`src/logic/cpuPkg.sv`:
```
// datapath and instruction definitions for the 8-bit core
package cpuPkg;

    localparam int addrWidth = 8;  // program memory address
    localparam int dataWidth = 8;  // register and ALU width
    localparam int regCount  = 4;
    localparam int regSel    = $clog2(regCount); // register index bits

    // 4-bit opcodes, top nibble of every instruction
    typedef enum logic [3:0] {
        opNop  = 4'h0,
        opLdi  = 4'h1, // rd = imm
        opAddi = 4'h2, // rd = rd + imm
        opAdd  = 4'h3, // rd = rd + rs
        opSub  = 4'h4, // rd = rd - rs
        opAnd  = 4'h5,
        opOr   = 4'h6,
        opXor  = 4'h7,
        opMov  = 4'h8, // rd = rs
        opOut  = 4'h9, // out port = rd
        opJmp  = 4'ha, // pc = imm
        opJnz  = 4'hb, // pc = imm if zero flag clear
        opHalt = 4'hf
    } opcodeT;

    // one 16-bit word, two views
    // opcode and rd sit in the same place in both
    typedef union packed {
        struct packed {
            opcodeT              opcode;
            logic [regSel-1:0]   rd;
            logic [regSel-1:0]   rs;
            logic [7:0]          unused;
        } rForm; // register form
        struct packed {
            opcodeT              opcode;
            logic [regSel-1:0]   rd;
            logic [1:0]          unused;
            logic [dataWidth-1:0] imm; // immediate or jump target
        } iForm; // immediate form
    } instrT;

    typedef enum logic [2:0] {
        aluPass,  // second operand straight through
        aluAdd,
        aluSub,
        aluAnd,
        aluOr,
        aluXor
    } aluOpT;

    // decoded control word, held from decode into execute
    typedef struct packed {
        aluOpT                aluOp;
        logic                 useImm;    // operand b from immediate, else rs
        logic [dataWidth-1:0] immediate; // also the branch target
        logic [regSel-1:0]    rd;
        logic [regSel-1:0]    rs;
        logic                 regWrite;
        logic                 outWrite;
        logic                 jump;
        logic                 jumpIfNotZero;
        logic                 halt;
    } ctrlT;

endpackage : cpuPkg

```
`src/logic/phasePkg.sv`:
```
// sequencing definitions shared by the step counter, phaser and the units
// one instruction = dead step, fetch, decode, execute
package phasePkg;

    // decade counter, ten one-hot outputs like the 4017 part
    localparam int seqWidth = 10;

    // step numbers of each phase
    // step 0 is dead so the fetch edge is not lost right after reset
    localparam int fetchStep  = 1;
    localparam int decodeStep = 2;
    localparam int execStep   = 3; // counter truncated after this one

    // phase levels, each high for exactly one step
    typedef struct packed {
        logic fetch;  // instruction register loads, pc steps
        logic decode; // control word registered
        logic exec;   // regs, flag, out port, branch
    } phaseT;

endpackage : phasePkg
```
`src/logic/cpuTop.sv`:
```
`timescale 1ns/1ps

// core top: step counter, phaser and the three units
module cpuTop
    import phasePkg::*, cpuPkg::*;
(
    input  logic                 clk,
    input  logic                 arstN,
    input  instrT                imemData,
    output logic [addrWidth-1:0] imemAddr,
    output phaseT                phase,
    output logic                 outValid,
    output logic [dataWidth-1:0] outData,
    output logic                 halted
);

    logic [seqWidth-1:0]  seq;
    logic                 truncate;
    instrT                instr;
    ctrlT                 ctrl;
    logic                 branchTaken;
    logic [addrWidth-1:0] branchTarget;

    // hold comes back from execUnit, so the counter lives here
    decadeCounter decade (
        .clk      (clk),
        .arstN    (arstN),
        .truncate (truncate),
        .hold     (halted),
        .seq      (seq)
    );

    phaser phases (
        .seq      (seq),
        .truncate (truncate),
        .phase    (phase)
    );

    fetchUnit fetch (
        .clk          (clk),
        .arstN        (arstN),
        .phase        (phase),
        .imemData     (imemData),
        .branchTaken  (branchTaken),
        .branchTarget (branchTarget),
        .imemAddr     (imemAddr),
        .instr        (instr)
    );

    decoder decode (
        .clk   (clk),
        .arstN (arstN),
        .phase (phase),
        .instr (instr),
        .ctrl  (ctrl)
    );

    execUnit exec (
        .clk          (clk),
        .arstN        (arstN),
        .phase        (phase),
        .ctrl         (ctrl),
        .branchTaken  (branchTaken),
        .branchTarget (branchTarget),
        .outValid     (outValid),
        .outData      (outData),
        .halted       (halted)
    );

endmodule : cpuTop

```
`src/logic/execUnit.sv`:
```
`timescale 1ns/1ps

// register file, ALU, zero flag, output port and halt latch
// everything commits on the edge that ends the execute step
module execUnit
    import phasePkg::*, cpuPkg::*;
(
    input  logic                 clk,
    input  logic                 arstN,
    input  phaseT                phase,
    input  ctrlT                 ctrl,
    output logic                 branchTaken,
    output logic [addrWidth-1:0] branchTarget,
    output logic                 outValid,
    output logic [dataWidth-1:0] outData,
    output logic                 halted
);

    logic [dataWidth-1:0] regs [regCount];
    logic                 zero;   // set by the last register write
    logic [dataWidth-1:0] opA;    // always rd
    logic [dataWidth-1:0] opB;    // rs or immediate
    logic [dataWidth-1:0] aluRes;

    assign opA = regs[ctrl.rd];
    assign opB = ctrl.useImm ? ctrl.immediate : regs[ctrl.rs];

    // 8-bit results with carries simply dropped
    always_comb begin
        case (ctrl.aluOp)
            aluAdd:  aluRes = opA + opB;
            aluSub:  aluRes = opA - opB;
            aluAnd:  aluRes = opA & opB;
            aluOr:   aluRes = opA | opB;
            aluXor:  aluRes = opA ^ opB;
            default: aluRes = opB; // pass, used by ldi and mov
        endcase
    end

    // fetchUnit only looks at these during execute
    assign branchTaken  = ctrl.jump | (ctrl.jumpIfNotZero & ~zero);
    assign branchTarget = addrWidth'(ctrl.immediate);

    always_ff @(posedge clk or negedge arstN) begin
        if (!arstN) begin
            for (int i = 0; i < regCount; i++) begin
                regs[i] <= '0;
            end
            zero <= 1'b0;
        end else if (phase.exec && ctrl.regWrite) begin
            regs[ctrl.rd] <= aluRes;
            zero          <= (aluRes == '0);
        end
    end

    // one-clock strobe per out instruction
    always_ff @(posedge clk or negedge arstN) begin
        if (!arstN) begin
            outValid <= 1'b0;
            halted   <= 1'b0;
        end else begin
            outValid <= phase.exec & ctrl.outWrite;
            if (phase.exec && ctrl.halt) begin
                halted <= 1'b1; // sticky until reset, freezes the counter
            end
        end
    end

    always_ff @(posedge clk) begin
        if (phase.exec && ctrl.outWrite) begin
            outData <= opA;
        end
    end

    // once halted the counter must stay parked
    // no writes, no execute step, no stray output strobe
    haltIsFinal: assert property (
        @(posedge clk) disable iff (!arstN)
        halted |-> !phase.exec && !outValid
    ) else $error("activity after halt");

endmodule : execUnit

```
`src/logic/decoder.sv`:
```
`timescale 1ns/1ps

// instruction word -> control word, registered at the end of decode
module decoder
    import phasePkg::*, cpuPkg::*;
(
    input  logic  clk,
    input  logic  arstN,
    input  phaseT phase,
    input  instrT instr,
    output ctrlT  ctrl
);

    ctrlT dec; // combinational decode of the current instr

    always_comb begin
        dec           = '0;
        dec.aluOp     = aluPass;
        dec.rd        = instr.iForm.rd;  // same bits in both views
        dec.rs        = instr.rForm.rs;  // only meaningful in register form
        dec.immediate = instr.iForm.imm; // only meaningful in immediate form
        case (instr.rForm.opcode)
            opLdi: begin
                dec.useImm   = 1'b1;
                dec.regWrite = 1'b1; // pass imm
            end
            opAddi: begin
                dec.aluOp    = aluAdd;
                dec.useImm   = 1'b1;
                dec.regWrite = 1'b1;
            end
            opAdd: begin
                dec.aluOp    = aluAdd;
                dec.regWrite = 1'b1;
            end
            opSub: begin
                dec.aluOp    = aluSub;
                dec.regWrite = 1'b1;
            end
            opAnd: begin
                dec.aluOp    = aluAnd;
                dec.regWrite = 1'b1;
            end
            opOr: begin
                dec.aluOp    = aluOr;
                dec.regWrite = 1'b1;
            end
            opXor: begin
                dec.aluOp    = aluXor;
                dec.regWrite = 1'b1;
            end
            opMov:   dec.regWrite      = 1'b1; // pass rs
            opOut:   dec.outWrite      = 1'b1;
            opJmp:   dec.jump          = 1'b1; // target in imm field
            opJnz:   dec.jumpIfNotZero = 1'b1;
            opHalt:  dec.halt          = 1'b1;
            default: ; // nop and unused codes, all enables stay low
        endcase
    end

    always_ff @(posedge clk or negedge arstN) begin
        if (!arstN) begin
            ctrl <= '0; // acts as nop until the first decode
        end else if (phase.decode) begin
            ctrl <= dec;
        end
    end

endmodule : decoder

```
`src/logic/fetchUnit.sv`:
```
`timescale 1ns/1ps

// program counter and instruction register
// memory read port is combinational, so the word is ready inside the fetch step
module fetchUnit
    import phasePkg::*, cpuPkg::*;
(
    input  logic                 clk,
    input  logic                 arstN,
    input  phaseT                phase,
    input  instrT                imemData,
    input  logic                 branchTaken,  // valid during execute
    input  logic [addrWidth-1:0] branchTarget,
    output logic [addrWidth-1:0] imemAddr,
    output instrT                instr
);

    logic [addrWidth-1:0] pc;

    assign imemAddr = pc; // address always follows pc

    // step on fetch, overwrite on a taken branch at the end of execute
    // the two phases never overlap, so order only matters for readability
    always_ff @(posedge clk or negedge arstN) begin
        if (!arstN) begin
            pc <= '0;
        end else if (phase.fetch) begin
            pc <= pc + addrWidth'(1); // wraps at 256
        end else if (phase.exec && branchTaken) begin
            pc <= branchTarget;
        end
    end

    // instruction register, loaded once per cycle
    always_ff @(posedge clk) begin
        if (phase.fetch) begin
            instr <= imemData;
        end
    end

endmodule : fetchUnit

```
`src/logic/phaser.sv`:
```
`timescale 1ns/1ps

// turns counter steps into fetch / decode / execute levels
// plain decode of seq without set/reset flops
module phaser
    import phasePkg::*;
(
    input  logic [seqWidth-1:0] seq,
    output logic                truncate,
    output phaseT               phase
);

    // step 0 has no phase and gives the first fetch a full clock after reset
    always_comb begin
        phase        = '0;
        phase.fetch  = seq[fetchStep];
        phase.decode = seq[decodeStep];
        phase.exec   = seq[execStep];
    end

    // next step after execute is the dead step again
    assign truncate = seq[execStep];

    // never two phases at once
    // two seq bits set together would show up here
    phaseExclusive: assert property (
        @(seq) $onehot0(phase)
    ) else $error("overlapping phases: %b", phase);

endmodule : phaser

```
`src/logic/decadeCounter.sv`:
```
`timescale 1ns/1ps

// one-hot step counter in the style of a 4017 decade counter
// truncate pulls it back to step 0, hold freezes it
module decadeCounter
    import phasePkg::*;
(
    input  logic                clk,
    input  logic                arstN,
    input  logic                truncate, // from phaser on the execute step
    input  logic                hold,     // halted core
    output logic [seqWidth-1:0] seq
);

    localparam logic [seqWidth-1:0] stepZero = seqWidth'(1);

    always_ff @(posedge clk or negedge arstN) begin
        if (!arstN) begin
            seq <= stepZero; // reset lands on the dead step
        end else if (hold) begin
            seq <= seq; // parked, normally at step 0
        end else if (truncate) begin
            seq <= stepZero; // cut short instead of running to 9
        end else begin
            seq <= {seq[seqWidth-2:0], seq[seqWidth-1]}; // rotate one step
        end
    end

    // exactly one step active at every edge and never past execute
    // a late truncate would let the ring run into steps 4 to 9
    seqOneHot: assert property (
        @(posedge clk) disable iff (!arstN)
        $onehot(seq) && (seq[seqWidth-1:execStep+1] == '0)
    ) else $error("seq not one-hot or past the execute step: %b", seq);

endmodule : decadeCounter

```
`config.mk`:
```
export PLATFORM = sky130hd
export DESIGN_NAME = cpuTop
export DESIGN_NICKNAME = d
export VERILOG_FILES = /design/src/logic/cpuPkg.sv /design/src/logic/phasePkg.sv /design/src/logic/cpuTop.sv /design/src/logic/execUnit.sv /design/src/logic/decoder.sv /design/src/logic/fetchUnit.sv /design/src/logic/phaser.sv /design/src/logic/decadeCounter.sv
export SDC_FILE = /design/constraint.sdc
export NUM_CORES = 1
export LEC_CHECK = 0
export ABC_AREA = 1
export BUFFER_PORTS_ARGS = -buffer_cell sky130_fd_sc_hd__buf_4
export CORE_MARGIN = 2
export CORE_UTILIZATION = 39
export CTS_CLUSTER_SIZE = 8
export DETAILED_ROUTE_END_ITERATION = 7
export PLACE_DENSITY = 0.58
export SETUP_SLACK_MARGIN = 0.05
export SLEW_MARGIN = 10
export SYNTH_ARGS = -nofsm -noshare
export SYNTH_HDL_FRONTEND = slang
export SYNTH_SLANG_ARGS = --single-unit
export TNS_END_PERCENT = 50
```
`constraint.sdc`:
```
create_clock -name clk -period 3.5 [get_ports clk]
set_input_delay 0.7 -clock clk [delete_from_list [all_inputs] [get_ports clk]]
set_output_delay 0.7 -clock clk [all_outputs]
set_load 0.05 [all_outputs]
```
==> metrics.cfg <==
[outcome]
status = completed

[timing]
slew_headroom_pct = 40.64
grt_setup_unrepaired = false
drv_slew = 0
setup_ws_ns = 0.3103
worstMarginPinSlew_ns = 0.8904
fmax_mhz = 313.5
hold_viol = 0
fin_crit_sh_pct = 91.13
skew_ns = 0.01090
setup_viol = 0
min_period_ns = 3.190

[clocking]
cts.root.buffer_cell = clkbuf_16
path_clk_slew_ns = 0.07
cts_made_buffers = 9
insertion_delay_ns = 0.35
cts_tree = built
cts.path.max_buffers = 2
clkSinkCount = 92
htreeDepth = 3

[place]
port_buffers = 38
hpwl_mm = 9.954
dp_worst_setup_slack_ns = -0.001030
place_congestion = 0.9016

[critical_path]
crit_top_cell = nand2_1
critPathTopFamily = simple AND/OR/NAND/NOR gates
slowest_stage = dfrtp_2
worstPathCellList = buf_4 -> buf_4 -> o211ai_2 -> nand3_1 -> nand2_2 -> inv_1 -> nor2_2 -> a21oi_1 -> xor2_1 -> ha_1 -> a21oi_1 -> o21ai_0 -> a31oi_1 -> inv_1 -> nand3_1 -> nand3_2 -> nand2_2 -> nand2_1 -> nand2_1 -> nand2_1
crit_path_max_fanout = 8
arrival_ns = 3.43
critical_path_class = reg2reg
required_ns = 3.74
start_kind = flop
critPathBufInv = 4
cp-end-kind = flop
critPathMaxStageDelay_ns = 0.50

[layout]
fin_nets = 735
antenna-diode-count = 0
final_cell_mix = nand2_1 (171), inv_1 (84), o21ai_0 (69), dfrtp_1 (65), buf_4 (63)
syn_to_final_growth_pct = 16.94
mostFrequentLayoutCell = nand2_1
drive_gt1_share_pct = 17.12
utilization_pct = 46.35

[drt]
viasPerCell = 5.123
detail_route.wl_per_cell_um = 15.50
drtPass1Iterations = 5
drtIter0Drc = 261
drc = 0
antenna_left = 0
vias = 4462
wl_mm = 13.50

[power_and_ir_drop]
power_density_nw_per_um2 = 341.3
peakVddDrop_v = 0.0002822
p_leak_nw = 2.814
p_total_mw = 2.078

[yosys]
syn_area_um2 = 5207
seq_area_frac_synth_pct = 46.54
synthCells = 633
synth_warnings = 0
synth-main-ff-cell = dfrtp_1
ys_ff_latch = 92
synth_nets = 678
yosys.cell_types.count = 48
synth_edf_count = 24
async_reset_ff_share_pct = 73.91
syn_avg_cell_area_um2 = 8.227

[floorplan]
die-area_um2 = 14290
fp-row-count = 42
initial_core_util_pct = 39.64
ios = 39
coreArea_um2 = 13140
die_y_um = 119.6
dieWidth_um = 119.6

[grt]
track_usage_pct = 20.20
grt_pass1_wl_mm = 22.38
grt_pass1_vias = 4280
antenna_found_initial = 0
overflow = 0
grt_max_degree = 69

[worst_hold_path]
worst_hold_path_type = reg2reg

[flow_run]
drv_cap = 0

## cells by family (layout without fill, tap and decap cells)
| family | count (synthesis) | count (layout) | share of synthesized area (%) |
|---|---|---|---|
| AOI/OAI and AO/OA | 126 | 126 | 14.15 |
| xor gates and xnor gates | 8 | 8 | 1.346 |
| adders and majority gates | 27 | 27 | 6.631 |
| buffers and inverters | 113 | 175 | 9.178 |
| DFF | 92 | 92 | 46.54 |
| and+or+nand+nor | 267 | 267 | 22.15 |
## worst paths after layout
check,startpoint,end,slack [ns],cells past startpoint
max in group asynchronous,arstN,decode.ctrl[5],2.39,1
min in group asynchronous,arstN,exec.regs[8],0.47,1
worst max-delay path,decode.ctrl[5],exec.zero,0.31,20
worst min-delay path,fetch.instr[3],decode.ctrl[12],0.45,2
worst min register to register,fetch.instr[3],decode.ctrl[12],0.45,2
worst max register to register,decode.ctrl[5],exec.zero,0.31,20
## sequential cells by signal (all words and copies together) (netlist names)
name,count
exec.regs,32
decade.seq,4
fetch.instr,16
decode.ctrl,21
fetch.imemAddr,8
exec.zero,1
exec.outData,8
exec.halted,1
exec.outValid,1
## worst register-to-register path, delay by kind of cell, from the launching register on
family                     cells  cell delay [ns]
AOI/OAI and AO/OA              5             0.76
buffers and inverters          4             0.49
xor gates and xnor gates       1             0.15
adders and majority gates      1             0.34
and+or+nand+nor                9             0.85
DFF                            1             0.50
## cells in the mapped netlist (3+ instances only)
master	instances	area (um2)
a211oi_1	3	22.52
a21oi_1	17	85.08
buf_1	4	15.01
buf_4	4	30.03
clkbuf_1	5	18.77
dfrtp_1	67	1677
edfxtp_1	24	720.7
ha_1	26	325.3
inv_1	84	315.3
inv_2	11	41.29
nand2_1	171	641.9
nand2_2	9	56.30
nand3_1	34	170.2
nand3_2	3	30.03
nor2_1	34	127.6
nor3_1	3	15.01
nor3_2	4	40.04
o211ai_1	3	22.52
o21a_1	5	37.54
o21ai_0	70	350.3
o22ai_1	12	75.07
xor2_1	6	52.55
## power by group
part | total (mW) | internal [mW] | switching, mW
clock | 0.949 | 0.508 | 0.441
combinational | 0.0294 | 0.0117 | 0.0178
sequential | 1.10 | 1.10 | 0
total | 2.08 | 1.62 | 0.459
## layer usage
metal	wire length, um	track usage [%]
met1	6148	27.27
met2	6513	33.11
met3	608	3.992
met4	225	5.809
met5	0	0
## what timing repair did
item	in CTS	in global routing
hold buffers	0	0
gates resized for setup	1	5
setup buffers	0	4
cloned	0	0
endpoints found under the setup margin	5	12
pin swaps	0	1
## area by class of cell
| type | count | area, um2 |
|---|---|---|
| fillers | 1324 | 7048 |
| flip-flops and latches | 92 | 2426 |
| multi-input cells | 428 | 2313 |
| repair buffers | 63 | 473.0 |
| inverters | 96 | 370.4 |
| clock buffers | 10 | 239.0 |
| well taps | 176 | 220.2 |
| clock inverters | 6 | 47.55 |
## per-stage QoR
stage / cell area [um2] / instances / setup TNS, ns / hold slack (ns)
2_1_floorplan: 5207 / 633 / 0 / 0.4044
3_3_place_gp: 5761 / 851 / 0 / 0.4352
3_5_place_dp: 5761 / 851 / -0.001030 / 0.4395
4_1_cts: 6048 / 867 / 0 / 0.4569
5_1_grt: 6090 / 871 / 0 / 0.4683
6_report: 6090 / 871 / 0 / 0.4529
Note: power is estimated with default switching activity, not from simulation.
